===== config.mk =====
export PLATFORM = sky130hd
export DESIGN_NAME = mul_apb_top
export DESIGN_NICKNAME = d
export VERILOG_FILES = /design/src/rtl/mul_pkg.sv /design/src/rtl/mul_pipe.sv /design/src/rtl/mul_unit.sv /design/src/rtl/mul_result_buf.sv /design/src/rtl/mul_apb_regs.sv /design/src/rtl/mul_apb_top.sv
export VERILOG_INCLUDE_DIRS = /design/src /design/src/include
export SDC_FILE = /design/constraint.sdc
export NUM_CORES = 2
export LEC_CHECK = 0
export BUFFER_PORTS_ARGS = -buffer_cell sky130_fd_sc_hd__buf_4
export CORE_UTILIZATION = 40
export CTS_CLUSTER_DIAMETER = 100
export DETAILED_ROUTE_END_ITERATION = 12
export PLACE_DENSITY = 0.54
export SLEW_MARGIN = 15
export SYNTH_ARGS = -nofsm -noshare
export SYNTH_HDL_FRONTEND = slang
export SYNTH_SLANG_ARGS = --single-unit

===== constraint.sdc =====
create_clock -name clk -period 5.9 [get_ports clk]
set_input_delay 1.18 -clock clk [delete_from_list [all_inputs] [get_ports clk]]
set_output_delay 1.18 -clock clk [all_outputs]
set_load 0.005 [all_outputs]

===== src/include/mul_regs.svh =====
// multiply accelerator register map: APB offsets and control/status bit positions
`ifndef MUL_REGS_SVH
`define MUL_REGS_SVH

// ======================================================================
// register offsets, byte addresses on the 8-bit APB address
// ======================================================================

// operand a, low WIDTH bits used
`define MUL_OFS_OPA     8'h00
// operand b, low WIDTH bits used
`define MUL_OFS_OPB     8'h04
// mode field, a write launches a multiply
`define MUL_OFS_CTRL    8'h08
// busy and done flags, read only
`define MUL_OFS_STATUS  8'h0C
// product bits 31:0, read only
`define MUL_OFS_RESLO   8'h10
// product bits above 31, zero-extended, read only
`define MUL_OFS_RESHI   8'h14

// ======================================================================
// field positions
// ======================================================================

// two-bit mode field in CTRL
`define MUL_CTRL_MODE_LSB  0
`define MUL_STAT_BUSY_BIT  0
`define MUL_STAT_DONE_BIT  1

`endif


===== src/rtl/mul_pkg.sv =====
// multiply accelerator package: multiply mode encoding and pipeline latencies
package mul_pkg;

	// ======================================================================
	// multiply mode
	// ======================================================================

	// operand interpretation for one multiply
	// encoding 3 is reserved, the unit treats it like MUL_UU since
	// neither operand decodes as signed
	typedef enum logic [1:0] {
		// a unsigned, b unsigned
		MUL_UU = 2'd0,
		// a signed, b signed
		MUL_SS = 2'd1,
		// a signed, b unsigned
		MUL_SU = 2'd2
	} mul_mode_t;

	// ======================================================================
	// latencies
	// ======================================================================

	// partial-product pipe: sub-products, merge, final add
	localparam int PIPE_STAGES = 3;

	// unit adds one registered sign-correction stage after the pipe
	localparam int UNIT_LATENCY = PIPE_STAGES + 1;

endpackage


===== src/rtl/mul_pipe.sv =====
// three-stage unsigned multiplier built from four half-width sub-products
module mul_pipe #(
	parameter int WIDTH = 32
) (
	input  logic               clk,
	input  logic               rst_n,
	input  logic               in_valid,
	input  logic [WIDTH-1:0]   a,
	input  logic [WIDTH-1:0]   b,
	output logic               out_valid,
	output logic [2*WIDTH-1:0] p
);

	localparam int HALF = WIDTH / 2;

	// stage 1 sub-products, each half x half fits in WIDTH bits
	logic [WIDTH-1:0]   pp_ll;
	logic [WIDTH-1:0]   pp_lh;
	logic [WIDTH-1:0]   pp_hl;
	logic [WIDTH-1:0]   pp_hh;
	// cross terms can carry one bit past WIDTH
	logic [WIDTH:0]     cross_sum;
	// stage 2 terms
	logic [2*WIDTH-1:0] outer_q;
	logic [2*WIDTH-1:0] cross_q;
	// valid bits beside the data
	logic               v1_q;
	logic               v2_q;

	// ======================================================================
	// datapath, no reset, qualified by the valid line
	// ======================================================================

	assign cross_sum = {1'b0, pp_lh} + {1'b0, pp_hl};

	always_ff @(posedge clk) begin
		// stage 1: low x low, low x high, high x low, high x high
		pp_ll <= a[HALF-1:0] * b[HALF-1:0];
		pp_lh <= a[HALF-1:0] * b[WIDTH-1:HALF];
		pp_hl <= a[WIDTH-1:HALF] * b[HALF-1:0];
		pp_hh <= a[WIDTH-1:HALF] * b[WIDTH-1:HALF];
		// stage 2: outer products sit side by side, no overlap
		outer_q <= {pp_hh, pp_ll};
		// cross terms shifted up by half a width
		cross_q <= {{(HALF-1){1'b0}}, cross_sum, {HALF{1'b0}}};
		// stage 3: final add
		p <= outer_q + cross_q;
	end

	// ======================================================================
	// valid line, a new pair may enter every cycle
	// ======================================================================

	always_ff @(posedge clk or negedge rst_n) begin
		if (!rst_n) begin
			v1_q      <= 1'b0;
			v2_q      <= 1'b0;
			out_valid <= 1'b0;
		end else begin
			v1_q      <= in_valid;
			v2_q      <= v1_q;
			out_valid <= v2_q;
		end
	end

endmodule


===== src/rtl/mul_unit.sv =====
// multiply unit: unsigned partial-product pipe plus a final signed correction stage
module mul_unit #(
	parameter int WIDTH = 32
) (
	input  logic               clk,
	input  logic               rst_n,
	input  logic               issue_valid,
	input  logic [WIDTH-1:0]   issue_a,
	input  logic [WIDTH-1:0]   issue_b,
	input  mul_pkg::mul_mode_t issue_mode,
	output logic               res_valid,
	output logic [2*WIDTH-1:0] res_product
);

	// operand interpretation for this issue
	logic               a_signed;
	logic               b_signed;
	// upper half of the correction, the lower half is always zero
	logic [WIDTH-1:0]   corr_hi;
	// correction delay line, matched to the pipe latency
	logic [WIDTH-1:0]   corr_line [mul_pkg::PIPE_STAGES];
	// unsigned product out of the pipe
	logic               pipe_valid;
	logic [2*WIDTH-1:0] pipe_p;

	// ======================================================================
	// sign correction at issue
	// ======================================================================

	// reserved mode 3 matches neither and runs unsigned
	assign a_signed = (issue_mode == mul_pkg::MUL_SS) || (issue_mode == mul_pkg::MUL_SU);
	assign b_signed = (issue_mode == mul_pkg::MUL_SS);

	// signed a = ua - 2^W * a_sign, same for b
	// the a_sign * b_sign * 2^2W term drops out modulo 2^2W
	always_comb begin
		corr_hi = '0;
		if (a_signed && issue_a[WIDTH-1])
			corr_hi = corr_hi + issue_b;
		if (b_signed && issue_b[WIDTH-1])
			corr_hi = corr_hi + issue_a;
	end

	always_ff @(posedge clk) begin
		corr_line[0] <= corr_hi;
		for (int i = 1; i < mul_pkg::PIPE_STAGES; i++) begin
			corr_line[i] <= corr_line[i-1];
		end
	end

	// ======================================================================
	// unsigned pipe
	// ======================================================================

	mul_pipe #(
		.WIDTH     (WIDTH)
	) u_pipe (
		.clk       (clk),
		.rst_n     (rst_n),
		.in_valid  (issue_valid),
		.a         (issue_a),
		.b         (issue_b),
		.out_valid (pipe_valid),
		.p         (pipe_p)
	);

	// ======================================================================
	// final stage, subtract the delayed correction
	// ======================================================================

	always_ff @(posedge clk) begin
		res_product <= pipe_p - {corr_line[mul_pkg::PIPE_STAGES-1], {WIDTH{1'b0}}};
	end

	always_ff @(posedge clk or negedge rst_n) begin
		if (!rst_n) begin
			res_valid <= 1'b0;
		end else begin
			res_valid <= pipe_valid;
		end
	end

endmodule


===== src/rtl/mul_result_buf.sv =====
// result buffer: holds the last finished product and tracks busy and done
module mul_result_buf #(
	parameter int WIDTH = 32
) (
	input  logic               clk,
	input  logic               rst_n,
	input  logic               issue_valid,
	input  logic               res_valid,
	input  logic [2*WIDTH-1:0] res_product,
	output logic               busy,
	output logic               done,
	output logic [2*WIDTH-1:0] product
);

	// ======================================================================
	// flags
	// ======================================================================

	// only one multiply is in flight at a time, so issue and result
	// never meet on the same edge; issue still wins if they did
	always_ff @(posedge clk or negedge rst_n) begin
		if (!rst_n) begin
			busy <= 1'b0;
			done <= 1'b0;
		end else if (issue_valid) begin
			busy <= 1'b1;
			done <= 1'b0;
		end else if (res_valid) begin
			busy <= 1'b0;
			done <= 1'b1;
		end
	end

	// ======================================================================
	// product register
	// ======================================================================

	// reads as zero until the first multiply finishes
	always_ff @(posedge clk or negedge rst_n) begin
		if (!rst_n) begin
			product <= '0;
		end else if (res_valid) begin
			product <= res_product;
		end
	end

endmodule


===== src/rtl/mul_apb_regs.sv =====
// APB register block: operand and mode registers, multiply launch, busy stall, read mux
`include "mul_regs.svh"

module mul_apb_regs #(
	parameter int WIDTH = 32
) (
	input  logic               clk,
	input  logic               rst_n,
	// APB slave
	input  logic [7:0]         paddr,
	input  logic               psel,
	input  logic               penable,
	input  logic               pwrite,
	input  logic [31:0]        pwdata,
	output logic [31:0]        prdata,
	output logic               pready,
	output logic               pslverr,
	// from the result buffer
	input  logic               busy,
	input  logic               done,
	input  logic [2*WIDTH-1:0] product,
	// launch towards the multiply unit
	output logic               issue_valid,
	output logic [WIDTH-1:0]   issue_a,
	output logic [WIDTH-1:0]   issue_b,
	output mul_pkg::mul_mode_t issue_mode
);

	// access phase of a transfer
	logic               access;
	// address decode
	logic               addr_ok;
	logic               addr_ro;
	logic               ctrl_hit;
	// completed writes that change state
	logic               wr_done;
	logic               ctrl_done;
	// held registers
	logic [WIDTH-1:0]   opa_q;
	logic [WIDTH-1:0]   opb_q;
	mul_pkg::mul_mode_t mode_q;
	// product padded to two full bus words
	logic [63:0]        prod_ext;

	// ======================================================================
	// decode
	// ======================================================================

	assign access   = psel & penable;
	assign ctrl_hit = (paddr == `MUL_OFS_CTRL);

	always_comb begin
		case (paddr)
			`MUL_OFS_OPA, `MUL_OFS_OPB, `MUL_OFS_CTRL: begin
				addr_ok = 1'b1;
				addr_ro = 1'b0;
			end
			`MUL_OFS_STATUS, `MUL_OFS_RESLO, `MUL_OFS_RESHI: begin
				addr_ok = 1'b1;
				addr_ro = 1'b1;
			end
			default: begin
				addr_ok = 1'b0;
				addr_ro = 1'b0;
			end
		endcase
	end

	// hold a CTRL write in its access phase until the previous product lands
	assign pready  = ~(access & pwrite & ctrl_hit & busy);
	// unknown offset, or a write to a read-only register
	assign pslverr = access & (~addr_ok | (pwrite & addr_ro));

	assign wr_done   = access & pready & pwrite & addr_ok & ~addr_ro;
	assign ctrl_done = wr_done & ctrl_hit;

	// ======================================================================
	// registers
	// ======================================================================

	always_ff @(posedge clk or negedge rst_n) begin
		if (!rst_n) begin
			opa_q  <= '0;
			opb_q  <= '0;
			mode_q <= mul_pkg::MUL_UU;
		end else if (wr_done) begin
			case (paddr)
				`MUL_OFS_OPA:  opa_q  <= pwdata[WIDTH-1:0];
				`MUL_OFS_OPB:  opb_q  <= pwdata[WIDTH-1:0];
				`MUL_OFS_CTRL: mode_q <= mul_pkg::mul_mode_t'(pwdata[`MUL_CTRL_MODE_LSB +: 2]);
				default:       opa_q  <= opa_q;
			endcase
		end
	end

	// one pulse per completed CTRL write, operands are stable while it is high
	always_ff @(posedge clk or negedge rst_n) begin
		if (!rst_n) begin
			issue_valid <= 1'b0;
		end else begin
			issue_valid <= ctrl_done;
		end
	end

	assign issue_a    = opa_q;
	assign issue_b    = opb_q;
	assign issue_mode = mode_q;

	// ======================================================================
	// read mux
	// ======================================================================

	// RESHI is zero when the product fits in one word
	assign prod_ext = 64'(product);

	always_comb begin
		prdata = '0;
		case (paddr)
			`MUL_OFS_OPA:    prdata = 32'(opa_q);
			`MUL_OFS_OPB:    prdata = 32'(opb_q);
			`MUL_OFS_CTRL:   prdata[`MUL_CTRL_MODE_LSB +: 2] = mode_q;
			`MUL_OFS_STATUS: begin
				prdata[`MUL_STAT_BUSY_BIT] = busy;
				prdata[`MUL_STAT_DONE_BIT] = done;
			end
			`MUL_OFS_RESLO:  prdata = prod_ext[31:0];
			`MUL_OFS_RESHI:  prdata = prod_ext[63:32];
			default:         prdata = '0;
		endcase
	end

endmodule


===== src/rtl/mul_apb_top.sv =====
// multiply accelerator top: APB register block, multiply unit and result buffer
module mul_apb_top #(
	// operand width, even and at most the 32-bit bus width
	parameter int WIDTH = 32
) (
	input  logic        clk,
	input  logic        rst_n,
	input  logic [7:0]  paddr,
	input  logic        psel,
	input  logic        penable,
	input  logic        pwrite,
	input  logic [31:0] pwdata,
	output logic [31:0] prdata,
	output logic        pready,
	output logic        pslverr
);

	// register block to unit
	logic               issue_valid;
	logic [WIDTH-1:0]   issue_a;
	logic [WIDTH-1:0]   issue_b;
	mul_pkg::mul_mode_t issue_mode;
	// unit to result buffer
	logic               res_valid;
	logic [2*WIDTH-1:0] res_product;
	// result buffer back to register block
	logic               busy;
	logic               done;
	logic [2*WIDTH-1:0] product;

	// ======================================================================
	// input side
	// ======================================================================

	mul_apb_regs #(
		.WIDTH       (WIDTH)
	) u_regs (
		.clk         (clk),
		.rst_n       (rst_n),
		.paddr       (paddr),
		.psel        (psel),
		.penable     (penable),
		.pwrite      (pwrite),
		.pwdata      (pwdata),
		.prdata      (prdata),
		.pready      (pready),
		.pslverr     (pslverr),
		.busy        (busy),
		.done        (done),
		.product     (product),
		.issue_valid (issue_valid),
		.issue_a     (issue_a),
		.issue_b     (issue_b),
		.issue_mode  (issue_mode)
	);

	// ======================================================================
	// processing and output side
	// ======================================================================

	mul_unit #(
		.WIDTH       (WIDTH)
	) u_unit (
		.clk         (clk),
		.rst_n       (rst_n),
		.issue_valid (issue_valid),
		.issue_a     (issue_a),
		.issue_b     (issue_b),
		.issue_mode  (issue_mode),
		.res_valid   (res_valid),
		.res_product (res_product)
	);

	mul_result_buf #(
		.WIDTH       (WIDTH)
	) u_res (
		.clk         (clk),
		.rst_n       (rst_n),
		.issue_valid (issue_valid),
		.res_valid   (res_valid),
		.res_product (res_product),
		.busy        (busy),
		.done        (done),
		.product     (product)
	);

endmodule


=== Word-level counts from Yosys, hierarchy flattened ===
Memory sizes are Yosys's and may differ from the RTL's.
Cells that the tools add are included.

* Input bits: 45
* Flip-flop bits (word level): 490
* Memories: 1
* Bits in writable memories: 96
* Word-level logic and storage cells: 70
* Output and inout port bits: 34

* Reduce and logical (&&, ||, !) cells: 10
* Multiply operators: 4
* Muxes and demuxes: 10
* Eq/ne operators: 7
* $add $sub $neg: 4
* Bitwise operators: 15

{| class="wikitable"
|+ Memory list
! name !! words !! bits a word !! read ports !! clocked after memory_dff !! wr ports !! line !! source
|-
| u_unit.corr_line || 3 || 32 || 3 || 0 || 3 || mul_unit.sv:21 || <nowiki>logic [WIDTH-1:0] corr_line [mul_pkg::PIPE_STAGES];</nowiki>
|}

{| class="wikitable"
|+ Operators by type and width
! cell !! count
|-
| multiplier 16 x 16 -> 32 bit || 4
|-
| one-hot mux 30 bit (4 select lines) || 1
|-
| adder 64 x 49 -> 64 bit || 1
|-
| two-way mux 32 bit || 2
|-
| subtractor 64 bit || 1
|-
| adder 32 x 32 -> 33 bit || 1
|-
| adder 32 bit || 1
|-
| == test 8 x 4 -> 1 bit, second input constant || 2
|-
| == test 8 x 5 -> 1 bit, second input constant || 2
|-
| one-hot mux 2 bit (6 select lines) || 1
|-
| AND 1 bit || 11
|-
| == test 8 x 3 -> 1 bit, second input constant || 1
|-
| logical NOT 8 bit || 1
|-
| two-way mux 1 bit || 6
|-
| AND reduction 2 bit || 3
|-
| OR reduction 6 bit || 1
|-
| inverter 1 bit || 3
|-
| OR reduction 3 bit || 1
|-
| == test 2 x 1 -> 1 bit, second input constant || 1
|-
| == test 2 bit, second input constant || 1
|-
| logical AND 1 bit || 2
|-
| nonzero test 2 bit || 1
|-
| logical OR 1 bit || 1
|-
| bitwise OR 1 bit || 1
|}

=== Longest topological paths before layout ===
* Depth in word-level cells: 10
* Mapped depth: 26
* Gate-level depth less buffers: 24

=== Cells and area by module ===
Synthesis repeated with hierarchy kept, for this count alone.

* Cell total of the unflattened synthesis: 5897
* Area total of the unflattened synthesis: 56969.6 um2

{| class="wikitable"
|+ By module, submodules not included
! module !! times used !! seq. area each (um2) !! area an instance (um2) !! cells each
|-
| mul_pipe || 1 || 5860.6 || 43157.6 || 4726
|-
| mul_unit || 1 || 3228.1 || 7420.9 || 785
|-
| mul_apb_regs || 1 || 1676.6 || 3791.1 || 245
|-
| mul_result_buf || 1 || 1651.6 || 2600.0 || 141
|}

=== Worst setup path after synthesis ===
OpenSTA, ideal clock, no wires.

* Kind: register to register
* Start point: register u_regs.opb_q[1] (netlist: u_regs.issue_b[1])
* End point: register u_unit.u_pipe.pp_ll[30]
* Data required time: 5.828 ns
* Data arrival time: 6.299 ns
* Clock period less this slack: 6.371 ns
* Stages on the path, launching flop included: 24
* Buffers on the path: 2
* Path slack: -0.471 ns
* Setup time: 0.072 ns
* Path through: dfrtp_1 -> clkbuf_1 -> clkbuf_1 -> nand2_1 -> fa_1 -> fa_1 -> fa_1 -> fa_1 -> inv_1 -> fa_1 -> inv_1 -> fa_1 -> inv_1 -> ha_1 -> a21o_1 -> a21o_1 -> a221oi_2 -> o21ai_1 -> a21oi_1 -> o21ai_1 -> a41o_1 -> a221o_1 -> a21oi_1 -> xnor2_1

* Longest elaborated chain between the ends: 1

{| class="wikitable"
|+ Ends and longest elaborated chain
! what !! line !! source
|-
| start, declared || mul_apb_regs.sv:40 || <nowiki>logic [WIDTH-1:0] opb_q;</nowiki>
|-
| start signal, assigned || mul_apb_regs.sv:89 || <nowiki>`MUL_OFS_OPB: opb_q <= pwdata[WIDTH-1:0];</nowiki>
|-
| multiplier 16 x 16 -> 32 bit || mul_pipe.sv:38 || <nowiki>pp_ll <= a[HALF-1:0] * b[HALF-1:0];</nowiki>
|-
| end signal, assigned || mul_pipe.sv:38 ||
|-
| end, declared || mul_pipe.sv:17 || <nowiki>logic [WIDTH-1:0] pp_ll;</nowiki>
|}

Every way passes these cells.
A chain may end at the register's enable or synchronous reset.

=== Final worst setup path ===
* Start point: register u_regs.opa_q[26] (netlist: u_regs.issue_a[26])
* End point: register u_unit.u_pipe.pp_hl[31]

* Longest elaborated chain between the ends: 1

{| class="wikitable"
|+ Ends and longest elaborated chain
! what !! line !! source
|-
| start, declared || mul_apb_regs.sv:39 || <nowiki>logic [WIDTH-1:0] opa_q;</nowiki>
|-
| start signal, assigned || mul_apb_regs.sv:88 || <nowiki>`MUL_OFS_OPA: opa_q <= pwdata[WIDTH-1:0];</nowiki>
|-
| start signal, assigned || mul_apb_regs.sv:91 || <nowiki>default: opa_q <= opa_q;</nowiki>
|-
| multiplier 16 x 16 -> 32 bit || mul_pipe.sv:40 || <nowiki>pp_hl <= a[WIDTH-1:HALF] * b[HALF-1:0];</nowiki>
|-
| end signal, assigned || mul_pipe.sv:40 ||
|-
| end, declared || mul_pipe.sv:19 || <nowiki>logic [WIDTH-1:0] pp_hl;</nowiki>
|}

Every way passes these cells.

==> results.py <==
metrics = {
    "outcome": {
        "status": "finished, violations left",
        "violations": "setup timing",
    },
    "sta": {
        "timing.hold.ws_ns": 0.319,
        "relSlewSlack_pct": 20.2,
        "fin_crit_sh_pct": 103,
        "clock_skew_ns": 0.0470,
        "finalHoldViolations": 0,
        "slew_violations": 0,
        "tightest_slew_ns": 1.20,
        "grt_setup_unrepaired": "true",
        "timing.fmax_ghz": 0.164,
        "layout_setup_ws_ns": -0.182,
        "setup_viol": 10,
        "fin_setup_tns_ns": -0.928,
        "min_period_ns": 6.08,
    },
    "finish": {
        "area_growth_pct": 20.3,
        "final_util_pct": 48.5,
        "design_area_um2": 66800,
        "final_cell_mix": "inv_1 (970), fa_1 (754), nand2_1 (704)",
        "finalNetCount": 7675,
        "drive_above_1_share_pct": 18.8,
        "final_common_cell": "inv_1",
    },
    "synth": {
        "syn_inst": 5851,
        "yosysUniqueCellTypes": 79,
        "synth_top_flop_cell": "dfxtp_1",
        "synth_top_area_cell": "fa_1",
        "netlist_area_um2": 55500,
        "synth_area_leaders": "fa_1 (28%), dfxtp_1 (16%), ha_1 (12%)",
        "synth_top_cell_area_share_pct": 28.1,
        "syn_area_per_cell_um2": 9.49,
        "yosysWarnings": 0,
        "ys_seq_area_share_pct": 22.4,
        "syn-num-nets": 7220,
        "synth_seq_cells": 586,
        "async_flop_share_pct": 23.4,
        "synth_edf_count": 0,
    },
    "power": {
        "pwr-share-clk_pct": 49.6,
        "ir_drop_uv": 169,
        "p_sw_w": 0.00212,
        "pwr-share-seq_pct": 45.6,
        "swShare_pct": 23.8,
        "powerDensity_nw_per_um2": 133,
        "combPwrFrac_pct": 4.8,
        "intPower_w": 0.00677,
        "p_leak_nw": 33.6,
    },
    "global_routing": {
        "grt_start_max_net_pins": 138,
        "antenna_found_initial": 4,
        "grt_first_pass_wirelength_mm": 250,
        "grt_remaining_overflow": 0,
        "grt_usage_pct": 23.3,
        "first_global_vias": 42981,
    },
    "worst_setup_path": {
        "cpMaxStageDelayCell": "fa_2",
        "worstPathMaxFanout": 5,
        "crit_family": "adder cells",
        "required_ns": 6.51,
        "rr_endpoint": "u_unit.u_pipe.pp_hl[31]",
        "cp_slowest_stage_delay_ns": 0.55,
        "reg2reg_slack_ns": -0.18,
        "worst-path-stages": 25,
        "path_buf_inv": 7,
        "criticalPathCategory": "reg2reg",
        "start_kind": "flip-flop",
        "reg2reg_depth": 25,
        "arrival_ns": 6.69,
        "endpoint_kind": "flip-flop",
        "reg2reg_from": "u_regs.issue_a[26]",
    },
    "routing": {
        "wl_met3_mm": 7.04,
        "route.detailed.drc": 0,
        "highest_layer": "met4",
        "wl_per_cell_um": 19.7,
        "wl_met2_mm": 76.3,
        "wirelength_mm": 161,
        "vias_per_cell": 5.03,
        "num_vias": 41010,
        "drt_iter0_markers": 2149,
        "ant_nets": 0,
        "wl_met1_mm": 72.5,
        "drtPass1Iterations": 6,
    },
    "clock_tree": {
        "hold_buffers": 0,
        "tritoncts": "built",
        "cts_root_buffer": "clkbuf_16",
        "insertion_delay_ns": 0.68,
        "clkSinkCount": 586,
        "path_clk_slew_ns": 0.06,
        "cts_inserted_buffers": 69,
        "htreeDepth": 3,
        "clk_path_buf_depth": 3,
    },
    "floorplan": {
        "die_h_um": 375,
        "die_w_um": 375,
        "num_rows": 136,
        "start_util_pct": 40.3,
        "die-area_um2": 140000,
        "core_area_um2": 138000,
        "pin_count": 79,
    },
    "place": {
        "globalplace.congestion": 0.902,
        "dp_slack_ns": -0.548,
        "port_buffers": 78,
        "dp_hpwl_mm": 129,
        "placed_area_um2": 62100,
    },
    "worst_hold_path": {
        "min-delay-start": "u_unit.corr_line[0][48]",
        "min_to": "u_unit.corr_line[0][80]",
        "hold_path_class": "reg2reg",
        "hold_depth": 0,
    },
    "flow_run": {
        "drv_cap": 0,
    },
}
[final cells by class]
cell class	instances	area [um^2]
timing repair buffer	660	6250
inverter	999	3750
sequential	586	12400
antenna	2	5.00
clock inverter	34	423
multi-input combinational	3990	39800
fill	12916	70800
clock buffer	93	1940
tap	1794	2240
[cells in the mapped netlist, types with 8 or more instances]
cell type	n
inv_1	999
clkbuf_1	269
nor3_1	32
xnor2_1	166
a31oi_1	10
o21ai_0	143
or3_1	14
dfxtp_1	449
ha_1	544
xor2_1	66
o31ai_1	9
o21bai_1	27
a21oi_1	222
mux2_2	128
and3_1	17
nor2b_1	34
nand4_1	27
and2_1	522
o211ai_1	19
a211o_1	8
nand2b_1	17
a211oi_1	17
o21a_1	21
fa_1	780
nand3_1	45
o21ai_1	11
dfrtp_1	137
a22oi_1	59
nor2_1	112
a21o_1	112
nand2_1	719
[routing by layer]
metal	track usage, %	up-vias
met5	0	-
met4	6.50	0
met3	2.74	195
met2	39.0	853
met1	31.6	20745
li1	-	19217
[registers in the layout, summed over array words and instances, names as in the netlist, 2 cells and up]
| register | cells |
|---|---|
| u_unit.u_pipe.outer_q | 64 |
| u_res.product | 64 |
| u_unit.corr_line | 96 |
| u_unit.u_pipe.pp_hl | 32 |
| u_regs.issue_b | 32 |
| u_unit.u_pipe.cross_q | 33 |
| u_unit.u_pipe.p | 64 |
| u_unit.u_pipe.pp_lh | 32 |
| u_regs.issue_a | 32 |
| u_regs.issue_mode | 2 |
| u_unit.u_pipe.pp_hh | 32 |
| u_unit.res_product | 64 |
| u_unit.u_pipe.pp_ll | 32 |
[worst max path at each step]
| stage | startpoint | to | slack [ns] |
|---|---|---|---|
| after global routing | u_regs.issue_a[5] | u_unit.u_pipe.pp_lh[30] | -0.39 |
| after floorplan | u_regs.issue_b[4] | u_unit.u_pipe.pp_ll[30] | -0.01 |
| after detailed placement | u_regs.issue_b[1] | u_unit.u_pipe.pp_ll[31] | -0.55 |
| final | u_regs.issue_a[26] | u_unit.u_pipe.pp_hl[31] | -0.18 |
| after global placement | u_regs.issue_b[5] | u_unit.u_pipe.pp_ll[31] | -0.45 |
| after CTS | u_regs.issue_b[4] | u_unit.u_pipe.pp_ll[30] | -0.21 |
[logic make-up (layout without fill, tap and decap cells)]
logic type | count (synthesis) | after routing | synth area share [%]
AO/OA/AOI/OAI | 735 | 735 | 8.48
XOR/XNOR | 232 | 232 | 3.66
adder cells (fa/ha/maj) | 1324 | 1324 | 40.4
buffers and inverters | 1275 | 1786 | 8.62
flip-flops | 586 | 586 | 22.4
multiplexers | 132 | 132 | 2.71
other | 0 | 2 | 0
AND/OR/NAND/NOR | 1567 | 1567 | 13.8
[power by group through the flow]
stage               registers (W)  clock network (W)  logic (W)
global route              0.00405            0.00468   0.000455
finish                    0.00405            0.00441   0.000426
CTS                       0.00405            0.00451   0.000417
global placement          0.00413                  0   0.000397
floorplan                 0.00412                  0   0.000173
detailed placement        0.00413                  0   0.000398
[metrics by stage]
| stage | power [W] | cells |
|---|---|---|
| after floorplan | 0.00429 | 5851 |
| after global routing | 0.00918 | 8156 |
| after CTS | 0.00898 | 8135 |
| after global placement | 0.00453 | 7949 |
| final | 0.00889 | 8158 |
| after detailed placement | 0.00453 | 7949 |
[what timing repair did]
action | in CTS | in global routing
gates resized for setup | 179 | 207
gates cloned | 3 | 1
pin swaps | 121 | 133
buffers inserted | 57 | 21
setup endpoints to repair | 43 | 49
Power figures use the tool's default switching activity.
